## src/csr_pkg.sv

```systemverilog
// Shared definitions for the machine-mode CSR unit. XLEN is fixed at 32, no 64/128-bit variants
// Only the M-mode registers listed here exist, anything else reads zero
package csr_pkg;

    //////////////////////////////
    // Widths and types
    //////////////////////////////

    localparam int XLEN       = 32;
    localparam int REG_ADDR_W = 5;
    localparam int CSR_ADDR_W = 12;
    localparam int INST_W     = 32;
    localparam int FUNCT3_W   = 3;

    typedef logic [XLEN-1:0]       xlen_t;
    // Integer register index, also carries zimm
    typedef logic [REG_ADDR_W-1:0] reg_addr_t;
    typedef logic [CSR_ADDR_W-1:0] csr_addr_t;

    // Instruction field positions, zimm sits in the rs1 slot
    localparam int RD_LSB     = 7;
    localparam int FUNCT3_LSB = 12;
    localparam int RS1_LSB    = 15;
    localparam int CSR_LSB    = 20;

    // Zicsr funct3 encodings, 0 and 4 are unknown
    typedef enum logic [FUNCT3_W-1:0] {
        CSRRW  = 3'd1,
        CSRRS  = 3'd2,
        CSRRC  = 3'd3,
        CSRRWI = 3'd5,
        CSRRSI = 3'd6,
        CSRRCI = 3'd7
    } csr_op_t;

    //////////////////////////////
    // CSR address map
    //////////////////////////////

    localparam csr_addr_t CSR_MSTATUS  = 12'h300;
    localparam csr_addr_t CSR_MISA     = 12'h301;
    localparam csr_addr_t CSR_MIE      = 12'h304;
    localparam csr_addr_t CSR_MTVEC    = 12'h305;
    localparam csr_addr_t CSR_MSCRATCH = 12'h340;
    localparam csr_addr_t CSR_MEPC     = 12'h341;
    localparam csr_addr_t CSR_MCAUSE   = 12'h342;
    localparam csr_addr_t CSR_MTVAL    = 12'h343;
    localparam csr_addr_t CSR_MIP      = 12'h344;
    localparam csr_addr_t CSR_MHARTID  = 12'hF14;

    // Writable mstatus bits: 31, 22:11, 8:7, 5:3, 1:0
    localparam xlen_t MSTATUS_WMASK = 32'h807F_F9BB;
    // MXL = 1 (32-bit), I base ISA only
    localparam xlen_t MISA_VALUE    = 32'h4000_0100;
    localparam xlen_t MHART_ID      = 32'h0000_0000;

    // Interrupt bit positions in mie and mip
    localparam int IRQ_MSI = 3;
    localparam int IRQ_MTI = 7;
    localparam int IRQ_MEI = 11;

    localparam xlen_t MIP_WMASK = 32'h0000_0888;

    // Flops per asynchronous interrupt line
    localparam int SYNC_DEPTH = 2;

endpackage

```

## src/csr_exec_fsm.sv

```systemverilog
// One instruction in flight; next acceptance three edges after the previous one
// instbus and rs1_val must stay stable while valid is high
module csr_exec_fsm (
    input  logic                      aclk,
    input  logic                      aresetn,
    input  logic                      valid,
    output logic                      ready,
    input  logic [csr_pkg::INST_W-1:0] instbus,
    output csr_pkg::reg_addr_t        rs1_addr,
    input  csr_pkg::xlen_t            rs1_val,
    output logic                      rd_wr_en,
    output csr_pkg::reg_addr_t        rd_wr_addr,
    output csr_pkg::xlen_t            rd_wr_val,
    output logic                      rd_req,
    output csr_pkg::csr_addr_t        rd_addr,
    input  csr_pkg::xlen_t            old_val,
    output logic                      csr_wren,
    output csr_pkg::csr_addr_t        csr_waddr,
    output csr_pkg::xlen_t            csr_wdata
);

    import csr_pkg::*;

    typedef enum logic {
        IDLE,
        COMPUTE
    } state_t;

    state_t    state;
    logic      accept;

    // Live instruction fields
    csr_op_t   funct3;
    reg_addr_t rd_field;

    // Operands held from acceptance
    csr_op_t   funct3_q;
    csr_addr_t csr_q;
    reg_addr_t rs1_q;
    xlen_t     rs1_val_q;

    // Compute results
    xlen_t     mask;
    xlen_t     new_val;
    logic      csr_we;
    logic      rd_we;

    //////////////////////////////
    // Field split
    //////////////////////////////

    assign funct3   = csr_op_t'(instbus[FUNCT3_LSB +: FUNCT3_W]);
    assign rd_field = instbus[RD_LSB +: REG_ADDR_W];
    assign rs1_addr = instbus[RS1_LSB +: REG_ADDR_W];
    assign rd_addr  = instbus[CSR_LSB +: CSR_ADDR_W];

    assign accept = (state == IDLE) && valid && ready;
    // CSR read launched on the acceptance edge
    assign rd_req = accept;

    // Address stays put until the next acceptance
    assign csr_waddr = csr_q;

    // Immediate forms have funct3[2] set
    assign mask = funct3_q[2] ? xlen_t'(rs1_q) : rs1_val_q;

    always_comb begin
        new_val = old_val;
        csr_we  = 1'b0;
        rd_we   = 1'b1;
        case (funct3_q)
            CSRRW, CSRRWI: begin
                new_val = mask;
                csr_we  = 1'b1;
            end
            CSRRS, CSRRSI: begin
                new_val = old_val | mask;
                // x0 or zimm 0 means read only
                csr_we  = (rs1_q != '0);
            end
            CSRRC, CSRRCI: begin
                new_val = old_val & ~mask;
                csr_we  = (rs1_q != '0);
            end
            default: begin
                rd_we = 1'b0;
            end
        endcase
    end

    //////////////////////////////
    // Control
    //////////////////////////////

    always_ff @(posedge aclk or negedge aresetn) begin
        if (!aresetn) begin
            state    <= IDLE;
            ready    <= 1'b0;
            rd_wr_en <= 1'b0;
            csr_wren <= 1'b0;
        end else begin
            case (state)
                IDLE: begin
                    rd_wr_en <= 1'b0;
                    csr_wren <= 1'b0;
                    ready    <= 1'b1;
                    if (accept) begin
                        ready <= 1'b0;
                        state <= COMPUTE;
                    end
                end
                COMPUTE: begin
                    // ready stays low through the write cycle
                    rd_wr_en <= rd_we;
                    csr_wren <= csr_we;
                    state    <= IDLE;
                end
            endcase
        end
    end

    // Operand and result payload
    always_ff @(posedge aclk) begin
        if (accept) begin
            funct3_q   <= funct3;
            csr_q      <= rd_addr;
            rs1_q      <= rs1_addr;
            rs1_val_q  <= rs1_val;
            rd_wr_addr <= rd_field;
        end
        if (state == COMPUTE) begin
            rd_wr_val <= old_val;
            csr_wdata <= new_val;
        end
    end

endmodule

```

## src/csr_irq.sv

```systemverilog
// Interrupt lines are asynchronous; three edges from line to pending bit
// A line held high blocks CSR writes to mip
module csr_irq (
    input  logic               aclk,
    input  logic               aresetn,
    input  logic               ext_irq,
    input  logic               timer_irq,
    input  logic               sw_irq,
    input  csr_pkg::xlen_t     mie,
    input  logic               csr_wren,
    input  csr_pkg::csr_addr_t csr_waddr,
    input  csr_pkg::xlen_t     csr_wdata,
    output csr_pkg::xlen_t     mip,
    output logic               meip,
    output logic               mtip,
    output logic               msip
);

    import csr_pkg::*;

    // Line order: ext, timer, sw
    logic [2:0]                 irq_lines;
    logic [SYNC_DEPTH-1:0][2:0] sync_q;
    logic [2:0]                 irq_sync;

    assign irq_lines = {ext_irq, timer_irq, sw_irq};
    assign irq_sync  = sync_q[SYNC_DEPTH-1];

    // Shift chain, one row per stage
    always_ff @(posedge aclk or negedge aresetn) begin
        if (!aresetn) begin
            sync_q <= '0;
        end else begin
            sync_q <= {sync_q[SYNC_DEPTH-2:0], irq_lines};
        end
    end

    // Pending bits, line activity wins over software writes
    always_ff @(posedge aclk or negedge aresetn) begin
        if (!aresetn) begin
            mip <= '0;
        end else if (|irq_sync) begin
            if (irq_sync[2] && mie[IRQ_MEI]) begin
                mip[IRQ_MEI] <= 1'b1;
            end
            if (irq_sync[1] && mie[IRQ_MTI]) begin
                mip[IRQ_MTI] <= 1'b1;
            end
            if (irq_sync[0] && mie[IRQ_MSI]) begin
                mip[IRQ_MSI] <= 1'b1;
            end
        end else if (csr_wren && (csr_waddr == CSR_MIP)) begin
            mip <= csr_wdata & MIP_WMASK;
        end
    end

    assign meip = mip[IRQ_MEI];
    assign mtip = mip[IRQ_MTI];
    assign msip = mip[IRQ_MSI];

endmodule

```

## src/csr_regfile.sv

```systemverilog
// Software-visible M-mode CSRs; only CSR instructions write them, no trap-side writes
// Unmapped addresses read zero and ignore writes, as do misa and mhartid
module csr_regfile (
    input  logic               aclk,
    input  logic               aresetn,
    input  logic               rd_req,
    input  csr_pkg::csr_addr_t rd_addr,
    output csr_pkg::xlen_t     old_val,
    input  logic               csr_wren,
    input  csr_pkg::csr_addr_t csr_waddr,
    input  csr_pkg::xlen_t     csr_wdata,
    input  csr_pkg::xlen_t     mip,
    output csr_pkg::xlen_t     mie,
    output csr_pkg::xlen_t     mtvec,
    output csr_pkg::xlen_t     mepc,
    output csr_pkg::xlen_t     mstatus
);

    import csr_pkg::*;

    // Internal-only CSRs
    xlen_t mscratch;
    xlen_t mcause;
    xlen_t mtval;

    // Read mux output
    xlen_t rd_mux;

    //////////////////////////////
    // Write decode
    //////////////////////////////

    always_ff @(posedge aclk or negedge aresetn) begin
        if (!aresetn) begin
            mstatus  <= '0;
            mie      <= '0;
            mtvec    <= '0;
            mscratch <= '0;
            mepc     <= '0;
            mcause   <= '0;
            mtval    <= '0;
        end else if (csr_wren) begin
            case (csr_waddr)
                CSR_MSTATUS: begin
                    // WPRI and unsupported fields stay zero
                    mstatus <= csr_wdata & MSTATUS_WMASK;
                end
                CSR_MIE: begin
                    mie <= csr_wdata;
                end
                CSR_MTVEC: begin
                    mtvec <= csr_wdata;
                end
                CSR_MSCRATCH: begin
                    mscratch <= csr_wdata;
                end
                CSR_MEPC: begin
                    // IALIGN = 32, low two bits always zero
                    mepc <= {csr_wdata[XLEN-1:2], 2'b00};
                end
                CSR_MCAUSE: begin
                    mcause <= csr_wdata;
                end
                CSR_MTVAL: begin
                    mtval <= csr_wdata;
                end
                // mip lives in the interrupt block
                default: begin
                end
            endcase
        end
    end

    //////////////////////////////
    // Read path
    //////////////////////////////

    always_comb begin
        case (rd_addr)
            CSR_MSTATUS:  rd_mux = mstatus;
            CSR_MISA:     rd_mux = MISA_VALUE;
            CSR_MIE:      rd_mux = mie;
            CSR_MTVEC:    rd_mux = mtvec;
            CSR_MSCRATCH: rd_mux = mscratch;
            CSR_MEPC:     rd_mux = mepc;
            CSR_MCAUSE:   rd_mux = mcause;
            CSR_MTVAL:    rd_mux = mtval;
            CSR_MIP:      rd_mux = mip;
            CSR_MHARTID:  rd_mux = MHART_ID;
            default:      rd_mux = '0;
        endcase
    end

    // One edge of read latency
    always_ff @(posedge aclk) begin
        if (rd_req) begin
            old_val <= rd_mux;
        end
    end

endmodule

```

## src/csr_unit.sv

```systemverilog
// Machine-mode Zicsr unit for an RV32 core, one instruction in flight
// Upstream decode sends only CSR instructions, the opcode field is not checked
module csr_unit (
    input  logic                       aclk,
    input  logic                       aresetn,
    input  logic                       valid,
    output logic                       ready,
    input  logic [csr_pkg::INST_W-1:0] instbus,
    output csr_pkg::reg_addr_t         rs1_addr,
    input  csr_pkg::xlen_t             rs1_val,
    output logic                       rd_wr_en,
    output csr_pkg::reg_addr_t         rd_wr_addr,
    output csr_pkg::xlen_t             rd_wr_val,
    input  logic                       ext_irq,
    input  logic                       timer_irq,
    input  logic                       sw_irq,
    output csr_pkg::xlen_t             mtvec,
    output csr_pkg::xlen_t             mepc,
    output csr_pkg::xlen_t             mstatus,
    output logic                       meip,
    output logic                       mtip,
    output logic                       msip
);

    import csr_pkg::*;

    // Read request and returned value
    logic      rd_req;
    csr_addr_t rd_addr;
    xlen_t     old_val;

    // Write request, shared by regfile and mip
    logic      csr_wren;
    csr_addr_t csr_waddr;
    xlen_t     csr_wdata;

    xlen_t     mie;
    xlen_t     mip;

    csr_exec_fsm u_exec (
        .aclk       (aclk),
        .aresetn    (aresetn),
        .valid      (valid),
        .ready      (ready),
        .instbus    (instbus),
        .rs1_addr   (rs1_addr),
        .rs1_val    (rs1_val),
        .rd_wr_en   (rd_wr_en),
        .rd_wr_addr (rd_wr_addr),
        .rd_wr_val  (rd_wr_val),
        .rd_req     (rd_req),
        .rd_addr    (rd_addr),
        .old_val    (old_val),
        .csr_wren   (csr_wren),
        .csr_waddr  (csr_waddr),
        .csr_wdata  (csr_wdata)
    );

    csr_regfile u_regfile (
        .aclk      (aclk),
        .aresetn   (aresetn),
        .rd_req    (rd_req),
        .rd_addr   (rd_addr),
        .old_val   (old_val),
        .csr_wren  (csr_wren),
        .csr_waddr (csr_waddr),
        .csr_wdata (csr_wdata),
        .mip       (mip),
        .mie       (mie),
        .mtvec     (mtvec),
        .mepc      (mepc),
        .mstatus   (mstatus)
    );

    csr_irq u_irq (
        .aclk      (aclk),
        .aresetn   (aresetn),
        .ext_irq   (ext_irq),
        .timer_irq (timer_irq),
        .sw_irq    (sw_irq),
        .mie       (mie),
        .csr_wren  (csr_wren),
        .csr_waddr (csr_waddr),
        .csr_wdata (csr_wdata),
        .mip       (mip),
        .meip      (meip),
        .mtip      (mtip),
        .msip      (msip)
    );

endmodule

```

## config.mk

```make
export PLATFORM = sky130hd
export DESIGN_NAME = csr_unit
export DESIGN_NICKNAME = d
export VERILOG_FILES = /design/src/csr_pkg.sv /design/src/csr_exec_fsm.sv /design/src/csr_irq.sv /design/src/csr_regfile.sv /design/src/csr_unit.sv
export SDC_FILE = /design/constraint.sdc
export NUM_CORES = 1
export LEC_CHECK = 0
export BUFFER_PORTS_ARGS = -buffer_cell sky130_fd_sc_hd__buf_2
export CAP_MARGIN = 20
export CORE_ASPECT_RATIO = 2
export CORE_MARGIN = 8
export CORE_UTILIZATION = 58
export CTS_CLUSTER_DIAMETER = 150
export CTS_CLUSTER_SIZE = 30
export DETAILED_ROUTE_END_ITERATION = 16
export HOLD_SLACK_MARGIN = 0.08
export PLACE_DENSITY = 0.9
export REMOVE_ABC_BUFFERS = 1
export SYNTH_ARGS = -nofsm -noshare
export SYNTH_HDL_FRONTEND = slang
export SYNTH_SLANG_ARGS = --single-unit
```

## constraint.sdc

```tcl
create_clock -name aclk -period 7.05 [get_ports aclk]
set_input_delay 0.705 -clock aclk [delete_from_list [all_inputs] [get_ports aclk]]
set_output_delay 0.705 -clock aclk [all_outputs]
set_load 0.01 [all_outputs]
```

Yosys cells after proc, flatten, opt, wreduce, memory -nomap -nowiden
Index checks and enable logic that the tools add are counted.
Storage, ports and cells
  register bits: 376
  latch bits: 0
  bits in writable memories: 0
  ROM bits: 0
  bits of input ports: 70
  output and inout port bits: 143
  logic and storage cells: 95
  memories: 0
Cells by class
  $add $sub $neg: 0
  $mul: 0
  div/mod/pow operators: 0
  $lt $le $gt $ge: 0
  equality and inequality tests: 26
  shift operators: 0
  multiplexer cells: 17
  bitwise operators: 4
  reductions and logical operators: 24
Operators by type and width (number)
  32-bit case mux with 9 select lines: 1
  12-bit by 10-bit equality test with 1-bit output (second input constant): 17
  32-bit case mux with 3 select lines: 1
  32-bit bitwise AND: 1
  32-bit 2-to-1 mux: 1
  32-bit inverter: 1
  32-bit OR: 1
  2-bit AND reduction: 10
  12-bit 2-to-1 mux: 1
  3-bit equality test (second input constant): 3
  1-bit 2-to-1 mux: 9
  1-bit case mux with 2 select lines: 4
  3-bit by 2-bit equality test with 1-bit output (second input constant): 2
  1-bit logical AND: 6
  2-bit != test (second input constant): 3
  2-bit OR reduction: 3
  6-bit OR reduction: 1
  5-bit nonzero test: 1
  4-bit OR reduction: 1
  3-bit by 1-bit equality test with 1-bit output (second input constant): 1
  3-bit OR reduction: 1
  2-bit nonzero test: 1
  1-bit inverter: 1

Longest topological paths before layout
Gate-level depths: netlist of run 1.
  depth after elaboration: 5
  depth in mapped cells: 7
  gate-level depth less buffers: 4

By module
A second synthesis of run 1 with hierarchy kept.
Unflattened totals
  cell total of the unflattened synthesis: 1163
  area, all modules: 16732.3 µm²
Modules (own cells, without submodules)
  csr_regfile: instances 1, cells an instance 813, area an instance 11392.2 µm², sequential area each 6216.0 µm²
  csr_exec_fsm: instances 1, cells an instance 294, area an instance 4749.6 µm², sequential area each 3733.6 µm²
  csr_irq: instances 1, cells an instance 56, area an instance 590.6 µm², sequential area each 225.2 µm²

Least setup slack after synthesis of run 1
Ideal clock, no wire load.
  path kind: register -> register
  start: register u_exec.state
  end: register u_exec.csr_q[0] (netlist: u_exec.csr_waddr[0]) (enable)
  library setup time: 0.538 ns
  arrival time: 5.226 ns
  required time: 6.512 ns
  setup slack: 1.285 ns
  stages on the path, launching flop included: 2
  path buffers: 0
  period minus slack after synthesis: 5.765 ns
  path through: dfrtp_1 > nor2_1
Between the ends
  longest elaborated chain between the ends: 3
RTL lines
  start: declaration: line csr_exec_fsm.sv:29  | state_t state;
  start signal: assignment: line csr_exec_fsm.sv:97  | state <= IDLE;
  start signal: assignment: line csr_exec_fsm.sv:109  | state <= COMPUTE;
  start signal: assignment: line csr_exec_fsm.sv:116  | state <= IDLE;
  1-bit inverter: line csr_exec_fsm.sv:57  | assign accept = (state == IDLE) && valid && ready;
  1-bit logical AND (2 in series): line csr_exec_fsm.sv:57
  via rd_req: line csr_unit.sv:28  | logic rd_req;
  end signal: assignment: line csr_exec_fsm.sv:126  | csr_q <= rd_addr;
  end: declaration: line csr_exec_fsm.sv:38  | csr_addr_t csr_q;
The timed path passes the listed nets, and every way through them passes these cells.
A chain may end at the register's enable or synchronous reset.

Worst setup path in the final report of run 1
  start: input instbus[20] (netlist name)
  end: register u_regfile.old_val[3], data pin
Between the ends
  longest elaborated chain between the ends: 2
  elaborated cells between the ends (all ways): 10
  classes of those cells: eq/ne (9); mux (1)
RTL lines
  start: declaration: line csr_unit.sv:8  | input logic [csr_pkg::INST_W-1:0] instbus,
  12-bit by 10-bit equality test with 1-bit output: line csr_regfile.sv:79  | case (rd_addr)
  32-bit case mux with 9 select lines *: line csr_regfile.sv:79
  via u_regfile.rd_mux[3]: line csr_regfile.sv:27  | xlen_t rd_mux;
  end signal: assignment: line csr_regfile.sv:97  | old_val <= rd_mux;
  end: declaration: line csr_regfile.sv:8  | output csr_pkg::xlen_t old_val,
The timed path passes the listed nets; every way through them passes the cells marked *.

==> results.json, run 1 <==
{
  "status": "complete, no violations",
  "finalClockSkew_ns": 0.0182,
  "ir_drop_mv": 0.298,
  "drv_cap": 0,
  "cp_slowest_cell": "buf_4",
  "io_buffers": 191,
  "endpoint_kind": "flop",
  "wl_per_cell_um": 25.7,
  "clk_pin_slew_ns": 0.11,
  "rows": 86,
  "diodes": 0,
  "pre_cts_slack_ns": 3.65,
  "placed_cell_area_mm2": 0.0171,
  "cts_resized": 0,
  "grt_max_degree": 138,
  "clock_latency_ns": 0.52,
  "start_util_pct": 58.3,
  "final_area_mm2": 0.0176,
  "power.density_mw_per_mm2": 230,
  "timing.setup.tns_ns": 0,
  "synth_xor_xnor_area_share_pct": 1.76,
  "dieArea_mm2": 0.0334,
  "synth_cells": 1076,
  "r2r-start": "u_exec.csr_waddr[5]$_DFFE_PP_",
  "synthAdderAreaFrac_pct": 0,
  "slowest_delay_ns": 0.58,
  "cts_tree": "done",
  "crit_buf_inv": 2,
  "finalHoldViolCount": 0,
  "synthMuxAreaShare_pct": 19.7,
  "nets": 1303,
  "syn_to_final_growth_pct": 10.7,
  "first_global_vias": 10900,
  "syn_area_per_cell_um2": 14.8,
  "period_share_pct": 38.2,
  "setup_viol": 0,
  "drt_wl_total_um": 40900,
  "grt_first_pass_wirelength_um": 62800,
  "crit_start": "instbus[20]",
  "nFillCells": 1949,
  "drive_above_1_share_pct": 37.5,
  "crit_path_end": "u_regfile.old_val[3]$_DFFE_PP_",
  "die_h_um": 250,
  "antenna_found_initial": 0,
  "clock_sinks": 376,
  "required_ns": 7.38,
  "core_area_mm2": 0.0273,
  "slew-limit-headroom_pct": 23.8,
  "vias_per_cell": 6.31,
  "path_class": "in -> reg",
  "synth_top_family_by_area": "multiplexers",
  "r2r_cells": 4,
  "syn_area_mm2": 0.0159,
  "gp_congestion": 0.790,
  "die_x_um": 133,
  "multi_input_area_mm2": 0.00536,
  "path_cells": "buf_2, buf_4, or3b_4, nor2_1, a221oi_1, o21ai_0",
  "critPathMaxFanout": 41,
  "io_pins": 213,
  "p_leak_nw": 8.08,
  "cp.depth": 6,
  "r2r-end": "u_regfile.mepc[9]$_DFFE_PN0P_",
  "fin_ws_ns": 4.36,
  "register_area_mm2": 0.0102,
  "hp-class": "in -> async",
  "yosys_warnings": 0,
  "r2r_slack_ns": 4.56,
  "cts_root_buf": "clkbuf_16",
  "rsz0062_at_grt": "false",
  "htree_levels": 1,
  "cp_top_family": "simple AND/OR/NAND/NOR gates",
  "cts.path.max_buffers": 3,
  "startpoint_type": "input pin",
  "ant_nets": 0,
  "cts_made_buffers": 16,
  "remaining_drc_errors": 0,
  "grt_overflow": 0,
  "slew_violations": 0,
  "dr.pass1.iters": 5,
  "dp_hpwl_um": 24700,
  "grtUsageTotal_pct": 24.1,
  "final_util_pct": 64.6,
  "cts_hold_buffers": 0,
  "drt_iter0_markers": 887,
  "fin_crit_ns": 2.69,
  "max_freq_mhz": 371,
  "postCtsSetupRepairBufs": 0,
  "yosys.area_share.simple_pct": 5.89,
  "tightest_slew_ns": 1.14,
  "synth_compound_area_share_pct": 5.72,
  "synth_seq_cells": 376,
  "crit_arrival_ns": 3.02,
  "num_vias": 10100,
  "synth.distinct_cells": 49,
  "synth-seq-area-share_pct": 63.9
}
-- area by class of cell --
type,count,share of cell area [%]
multi-input combinational,625,30.4
clock inverter,1,0.0922
inverter,2,0.0425
sequential,376,57.7
timing repair buffer,212,6.73
clock buffer,26,2.60
tap,352,2.50
-- cell usage in the layout, fill, tap and decap left out, drive strengths merged, types with 4 or more instances in the layout --
cell / n
a21oi: 79
a221o: 5
a22oi: 24
a31oi: 7
and3: 6
buf: 212
clkbuf: 26
conb: 14
dfrtp: 223
edfxtp: 153
mux2: 215
mux2i: 53
nand2: 29
nand3: 18
nand4: 13
nor2: 22
nor2b: 31
nor3: 8
nor3b: 4
nor4: 5
o2111ai: 5
o21ai: 10
o22ai: 16
xnor2: 32
-- state kept, by name (all words and copies together) (netlist names), 5 cells and up --
signal and cells:
u_exec.rd_wr_addr 5, u_regfile.mie 32, u_regfile.mepc 30, u_regfile.old_val 32, u_exec.csr_waddr 12, u_regfile.mtvec 32, u_regfile.mscratch 32, u_regfile.mtval 32
u_exec.rd_wr_val 32, u_regfile.mcause 32, u_exec.csr_wdata 32, u_exec.rs1_q 5, u_exec.rs1_val_q 32, u_regfile.mstatus 20
-- synthesized netlist by cell type, drive strengths merged --
master,n,share of area [%]
dfrtp,223,35
mux2,215,16
edfxtp,153,29
a21oi,79,2.5
buf,62,2.5
mux2i,53,3.3
xnor2,32,1.8
nor2b,31,1.2
nand2,29,0.68
a22oi,24,1.2
clkbuf,24,0.57
nor2,22,0.52
nand3,18,0.57
o22ai,16,0.63
nand4,13,0.51
o21ai,10,0.31
nor3,8,0.28
a31oi,7,0.27
and3,6,0.24
a221o,5,0.31
nor4,5,0.57
o2111ai,5,0.27
nor3b,4,0.25
a221oi,3,0.16
and2,3,0.12
mux4,3,0.42
nand2b,3,0.12
or2,3,0.12
or3,3,0.12
or4,3,0.16
inv,2,0.047
nand4bb,2,0.14
or3b,2,0.14
and4bb,1,0.079
conb,1,0.024
nand4b,1,0.055
o31a,1,0.055
o32ai,1,0.055
-- power by group --
part	internal [mW]	switching, mW
sequential	2.45	0.126
clock	0.463	0.659
combinational	0.123	0.236
-- through the flow --
step | hold slack [ns] | power, mW | cells
finish | 0.265 | 4.06 | 1594
global route | 0.271 | 4.19 | 1594
CTS | 0.277 | 4.07 | 1590
detailed placement | 0.335 | 2.98 | 1563
global placement | 0.337 | 2.95 | 1561
floorplan | 0.331 | 2.77 | 1003
-- how the worst min path moves through the flow --
stage / from / end / slack, ns / depth (start not counted)
final: aresetn / u_regfile.mepc[11]$_DFFE_PN0P_ / 0.27 / 1
after global placement: u_irq.sync_q[1]$_DFF_PN0_ / u_irq.irq_sync[1]$_DFF_PN0_ / 0.34 / 0
after floorplan: u_irq.sync_q[0]$_DFF_PN0_ / u_irq.irq_sync[0]$_DFF_PN0_ / 0.33 / 0
after detailed placement: u_irq.sync_q[2]$_DFF_PN0_ / u_irq.irq_sync[2]$_DFF_PN0_ / 0.33 / 0
after CTS: timer_irq / u_irq.sync_q[1]$_DFF_PN0_ / 0.28 / 1
after global routing: ext_irq / u_irq.sync_q[2]$_DFF_PN0_ / 0.27 / 1
-- logic make-up (layout without fill, tap and decap cells) --
logic type	Yosys count	count (layout)
XOR/XNOR	32	32
AND/OR/NAND/NOR	157	157
other	1	14
AO/OA/AOI/OAI	151	151
multiplexers	271	271
flip-flops	376	376
buffers and inverters	88	241
-- per-layer routing --
layer  global-route usage [%]  up-vias  wire, um
li1                         -     4241         -
met1                     28.9     5137     15000
met2                     41.7      561     21000
met3                     4.47      115      3390
met4                     9.97        0      1540
met5                        0        -         0
(Power assumes the default switching activity.)
==> inputs of run 2 (changes only) <==
--- a/config.mk
+++ b/config.mk
@@ -5,16 +5,17 @@
 export SDC_FILE = /design/constraint.sdc
 export NUM_CORES = 1
 export LEC_CHECK = 0
+export ABC_AREA = 1
 export BUFFER_PORTS_ARGS = -buffer_cell sky130_fd_sc_hd__buf_2
 export CAP_MARGIN = 20
 export CORE_ASPECT_RATIO = 2
 export CORE_MARGIN = 8
-export CORE_UTILIZATION = 58
+export CORE_UTILIZATION = 52
 export CTS_CLUSTER_DIAMETER = 150
 export CTS_CLUSTER_SIZE = 30
 export DETAILED_ROUTE_END_ITERATION = 16
 export HOLD_SLACK_MARGIN = 0.08
-export PLACE_DENSITY = 0.9
+export PLACE_DENSITY = 0.86
 export REMOVE_ABC_BUFFERS = 1
 export SYNTH_ARGS = -nofsm -noshare
 export SYNTH_HDL_FRONTEND = slang
==> constraint.sdc (replaced) <==
create_clock -name aclk -period 2.27 [get_ports aclk]
set_input_delay 0.227 -clock aclk [delete_from_list [all_inputs] [get_ports aclk]]
set_output_delay 0.227 -clock aclk [all_outputs]
set_load 0.01 [all_outputs]
==> results.json, run 2 <==
{
  "drt_iter0_markers": 1438,
  "cts_tree": "done",
  "power.density_mw_per_mm2": 685,
  "remaining_drc_errors": 0,
  "p_leak_nw": 8.76,
  "vias_per_cell": 5.78,
  "diodes": 0,
  "max_freq_mhz": 517,
  "dr.pass1.iters": 5,
  "antenna_found_initial": 0,
  "drive_above_1_share_pct": 18.2,
  "wl_per_cell_um": 20.5,
  "syn_area_per_cell_um2": 10.1,
  "synth_seq_cells": 376,
  "nFillCells": 2449,
  "rows": 91,
  "grt_overflow": 0,
  "crit_arrival_ns": 2.35,
  "first_global_vias": 12800,
  "postCtsSetupRepairBufs": 0,
  "dieArea_mm2": 0.0372,
  "finalHoldViolCount": 0,
  "critPathMaxFanout": 64,
  "nets": 1887,
  "endpoint_kind": "flop",
  "dp_hpwl_um": 28600,
  "synthTopCellsByArea": "dfrtp_1 35%, edfxtp_1 28%, nand2_1 11%",
  "cts.path.max_buffers": 3,
  "synth-seq-area-share_pct": 63.1,
  "setup_viol": 0,
  "clock_latency_ns": 0.54,
  "synth_common_cells": "469 x nand2_1, 223 x dfrtp_1, 206 x nand3_1, 153 x edfxtp_1, 96 x o21ai_0",
  "yosysTopAreaCell": "dfrtp_1",
  "slew-limit-headroom_pct": 44.7,
  "synth.distinct_cells": 34,
  "slew_violations": 0,
  "register_area_mm2": 0.0102,
  "startpoint_type": "flop",
  "grt_max_degree": 82,
  "core_area_mm2": 0.0307,
  "io_buffers": 191,
  "power_mw": 12.7,
  "clk_pin_slew_ns": 0.11,
  "fin_crit_ns": 1.93,
  "path_cells": "nor2_4, nand3_1, nor2_1, nand2_4, o21ai_0",
  "synth_top_area_share_pct": 34.6,
  "htree_levels": 1,
  "placed_cell_area_mm2": 0.0174,
  "io_pins": 213,
  "syn_area_mm2": 0.0161,
  "cp_slowest_cell": "edfxtp_1",
  "start_util_pct": 52.5,
  "yosys_warnings": 0,
  "ant_nets": 0,
  "finalClockSkew_ns": 0.0286,
  "tightest_slew_ns": 0.829,
  "cts_resized": 0,
  "required_ns": 2.69,
  "path_class": "reg -> reg",
  "synthArstFlopShare_pct": 59.3,
  "period_share_pct": 85.1,
  "hp-class": "in -> async",
  "grt_first_pass_wirelength_um": 69400,
  "clock_sinks": 376,
  "cts_made_buffers": 16,
  "drv_cap": 0,
  "r2r_cells": 5,
  "synth_cells": 1604,
  "drt_wl_total_um": 45200,
  "grtUsageTotal_pct": 23.9,
  "die_h_um": 265,
  "final_area_mm2": 0.0185,
  "ir_drop_mv": 0.689,
  "multi_input_area_mm2": 0.00500,
  "status": "complete, no violations",
  "rsz0062_at_grt": "false",
  "synth_flop_cell": "dfrtp_1",
  "final_cell_mix": "469 x nand2_1, 222 x dfrtp_1, 205 x nand3_1",
  "die_x_um": 141,
  "slowest_delay_ns": 0.46,
  "final_common_cell": "nand2_1",
  "gp_congestion": 0.875,
  "syn_to_final_growth_pct": 14.6,
  "yosysMostFrequentCell": "nand2_1",
  "synth_edf_count": 153,
  "num_vias": 12700,
  "cts_root_buf": "clkbuf_16",
  "cts_hold_buffers": 62
}
==> run 2: cell count changes in the layout (fill, tap and decap cells not counted), moves of 32 or more <==
cell	change
nand2_1	+440
a21oi_1	-77
o21ai_0	+88
dlygate4sd3_1	+62
nor2_1	+58
xnor2_1	-32
inv_1	+76
nand3_1	+188
mux2_2	-178
o21ai_2	+48
mux2i_1	-51
o21ai_1	+68
==> run 2: cell type report <==
class / count / area share (%)
flip-flops and latches: 376 / 55.1
clock buffers: 26 / 2.48
repair buffers: 291 / 11.1
multi-input cells: 1049 / 27.1
clock inverters: 1 / 0.0880
inverters: 83 / 1.70
well taps: 372 / 2.52
==> run 2: worst paths after layout <==
path | slack [ns] | end | startpoint
min reg2reg | 0.36 | u_irq.irq_sync[2]$_DFF_PN0_ | u_irq.sync_q[2]$_DFF_PN0_
max | 0.34 | u_regfile.mcause[26]$_DFFE_PN0P_ | u_exec.csr_waddr[3]$_DFFE_PP_
max in group asynchronous | 1.24 | u_regfile.mepc[24]$_DFFE_PN0P_ | aresetn
min in group aclk | 0.33 | u_irq.sync_q[1]$_DFF_PN0_ | timer_irq
min | 0.24 | u_regfile.mcause[0]$_DFFE_PN0P_ | aresetn
max reg2reg | 0.34 | u_regfile.mcause[26]$_DFFE_PN0P_ | u_exec.csr_waddr[3]$_DFFE_PP_
==> run 2: worst max-delay path, delay by kind of cell, from the launching register on <==
kind               cells  cell delay (ns)
AOI/OAI and AO/OA      1             0.46
and+or+nand+nor        4             0.85
DFF                    1             0.46
==> run 2: where the power goes <==
group	internal, mW	leakage, nW	switching [mW]
registers	7.61	4.55	0.209
logic	0.378	3.98	0.947
clock network	1.44	0.227	2.08
total	9.43	8.76	3.24
==> run 2: cell families after synthesis <==
logic type	count (synthesis)	synth area share, %
buffers and inverters	192	6.60
AND/OR/NAND/NOR	787	20.9
multiplexers	2	0.124
flip-flops	376	63.1
AO/OA/AOI/OAI	246	9.22
other	1	0.0233
==> run 2: per-layer routing <==
layer | part of all wire, % | wire length (um) | GRT usage [%] | up-vias
li1 | - | - | - | 5735
met1 | 35 | 15700 | 26.6 | 6042
met2 | 50 | 22600 | 41.1 | 755
met3 | 8.4 | 3810 | 4.40 | 169
met4 | 6.9 | 3100 | 15.5 | 0
met5 | 0 | 0 | 0 | -
==> run 2: metrics by stage <==
stage / std cells / hold slack [ns] / setup TNS, ns / utilization (%) / setup WS [ns]
floorplan: 1508 / -0.0686 / -318.68 / - / -3.50
CTS: 2198 / 0.254 / 0 / 60.1 / 0.338
global route: 2198 / 0.256 / 0 / 60.1 / 0.231
finish: 2198 / 0.244 / 0 / 60.1 / 0.338
detailed placement: 2109 / 0.181 / 0 / 56.6 / 0.427
global placement: 2109 / 0.169 / 0 / 56.6 / 0.447
==> inputs of run 3 (changes only) <==
--- a/config.mk
+++ b/config.mk
@@ -7,7 +7,7 @@
 export LEC_CHECK = 0
 export ABC_AREA = 1
 export BUFFER_PORTS_ARGS = -buffer_cell sky130_fd_sc_hd__buf_2
-export CAP_MARGIN = 20
+export CAP_MARGIN = 25
 export CORE_ASPECT_RATIO = 2
 export CORE_MARGIN = 8
 export CORE_UTILIZATION = 52
@@ -15,7 +15,7 @@
 export CTS_CLUSTER_SIZE = 30
 export DETAILED_ROUTE_END_ITERATION = 16
 export HOLD_SLACK_MARGIN = 0.08
-export PLACE_DENSITY = 0.86
+export PLACE_DENSITY_LB_ADDON = 0.12
 export REMOVE_ABC_BUFFERS = 1
 export SYNTH_ARGS = -nofsm -noshare
 export SYNTH_HDL_FRONTEND = slang
==> results.json, run 3 (same netlist as run 2, synthesis figures left out) <==
{
  "fin_cells": 2199,
  "dieArea_mm2": 0.0372,
  "seqPwrFrac_pct": 61.5,
  "die_x_um": 141,
  "remaining_drc_errors": 0,
  "rows": 91,
  "slew-limit-headroom_pct": 41.4,
  "io_buffers": 191,
  "p_int_mw": 9.46,
  "htree_levels": 1,
  "drt_wl_total_um": 45200,
  "grt_overflow": 0,
  "p_clk_share_pct": 28.0,
  "postCtsSetupRepairBufs": 0,
  "finalHoldViolCount": 0,
  "final_cell_mix": "469 x nand2_1, 222 x dfrtp_1, 205 x nand3_1",
  "diodes": 0,
  "power.density_mw_per_mm2": 686,
  "fin_crit_ns": 1.95,
  "grt_first_pass_wirelength_um": 70600,
  "start_util_pct": 52.5,
  "antenna_found_initial": 0,
  "clock_latency_ns": 0.54,
  "drive_above_1_share_pct": 18.3,
  "status": "complete, no violations",
  "required_ns": 2.55,
  "cp_slowest_cell": "nor2_4",
  "path_cells": "inv_2, nor2_1, nor2_4, buf_4, o21ai_0",
  "post-place-cells": 2109,
  "hp-class": "in -> async",
  "grtUsageTotal_pct": 24.3,
  "max_freq_mhz": 513,
  "io_pins": 213,
  "slew_violations": 0,
  "p_switching_mw": 3.26,
  "startpoint_type": "flop",
  "ir_drop_mv": 0.701,
  "dp_hpwl_um": 28000,
  "pwr-share-comb_pct": 10.5,
  "wl_per_cell_um": 20.5,
  "cts.path.max_buffers": 3,
  "dr.pass1.iters": 6,
  "slowest_delay_ns": 0.49,
  "rsz0062_at_grt": "false",
  "drv_cap": 0,
  "clk_pin_slew_ns": 0.11,
  "cts_root_buf": "clkbuf_16",
  "vias_per_cell": 5.60,
  "path_class": "reg -> reg",
  "die_h_um": 265,
  "endpoint_kind": "flop",
  "cp_top_family": "simple AND/OR/NAND/NOR gates",
  "finalClockSkew_ns": 0.0249,
  "grt_max_degree": 77,
  "ant_nets": 0,
  "crit_arrival_ns": 2.23,
  "final_common_cell": "nand2_1",
  "crit_buf_inv": 2,
  "drt_iter0_markers": 1067,
  "first_global_vias": 12500,
  "critPathMaxFanout": 15,
  "setup_viol": 0,
  "timing.setup.tns_ns": 0,
  "cts_made_buffers": 16,
  "syn_to_final_growth_pct": 14.9,
  "tightest_slew_ns": 0.879,
  "num_vias": 12300,
  "nets": 1887,
  "nFillCells": 2617,
  "core_area_mm2": 0.0307,
  "cts_tree": "done",
  "period_share_pct": 85.9,
  "clock_sinks": 376,
  "switching_share_pct": 25.7,
  "r2r_slack_ns": 0.32,
  "p_leak_nw": 8.77,
  "gp_congestion": 0.819
}
run 3: cell types whose count changed in the layout (fill, tap and decap cells not counted), sizes merged:
cell	previous run	this run
clkbuf	26	27
run 3: final cells by class:
cell class	instances	area, um2	area share (%)
clock buffer	27	463	2.50
clock inverter	1	16.3	0.0877
inverter	83	314	1.69
multi-input combinational	1049	5000	27.0
sequential	376	10200	54.9
tap	372	465	2.51
timing repair buffer	291	2100	11.3
run 3: what timing repair did:
action                                 4_1_cts  5_1_grt
hold buffers                                62        0
resized for setup                            0        0
endpoints found under the hold margin      133        0
run 3: final timing paths:
kind,from,end,depth (start not counted)
worst max-delay path,u_exec.funct3_q[1]$_DFFE_PP_,u_exec.csr_wdata[6]$_DFFE_PP_,5
min in group aclk,sw_irq,u_irq.sync_q[0]$_DFF_PN0_,2
worst max register to register,u_exec.funct3_q[1]$_DFFE_PP_,u_exec.csr_wdata[6]$_DFFE_PP_,5
worst min-delay path,aresetn,u_regfile.mtval[16]$_DFFE_PN0P_,2
max in group asynchronous,aresetn,u_regfile.mepc[4]$_DFFE_PN0P_,3
worst min register to register,u_irq.sync_q[2]$_DFF_PN0_,u_irq.irq_sync[2]$_DFF_PN0_,0
run 3: worst reg2reg max path, stage by stage (launching register included):
cell      delay, ns
edfxtp_1       0.45
inv_2          0.25
nor2_1         0.12
nor2_4         0.49
buf_4          0.29
o21ai_0        0.12
run 3: per-stage QoR:
| step | hold slack [ns] | worst slack, ns | total power, mW | util [%] | instance area [um2] |
|---|---|---|---|---|---|
| after global routing | 0.302 | 0.248 | 13.2 | 60.3 | 18500 |
| after floorplan | -0.0686 | -3.50 | 8.52 | - | 15400 |
| after CTS | 0.276 | 0.345 | 12.8 | 60.3 | 18500 |
| final | 0.238 | 0.321 | 12.7 | 60.3 | 18500 |
| after detailed placement | 0.261 | 0.349 | 9.23 | 56.7 | 17400 |
| after global placement | 0.262 | 0.367 | 9.20 | 56.7 | 17400 |
run 3: power by group through the flow:
stage                     clock, mW  combinational [mW]  sequential [mW]
final                          3.56                1.33             7.83
after global routing           3.84                1.46             7.86
after CTS                      3.65                1.35             7.83
after detailed placement          0                1.27             7.96
after global placement            0                1.24             7.96
after floorplan                   0               0.482             8.03
run 3: layer usage:
layer	track usage [%]	routed length [um]	vias up
met5	0	0	-
met4	9.75	1660	0
met3	3.54	2950	96
met2	43.4	23300	497
met1	29.0	17300	5995
li1	-	-	5735
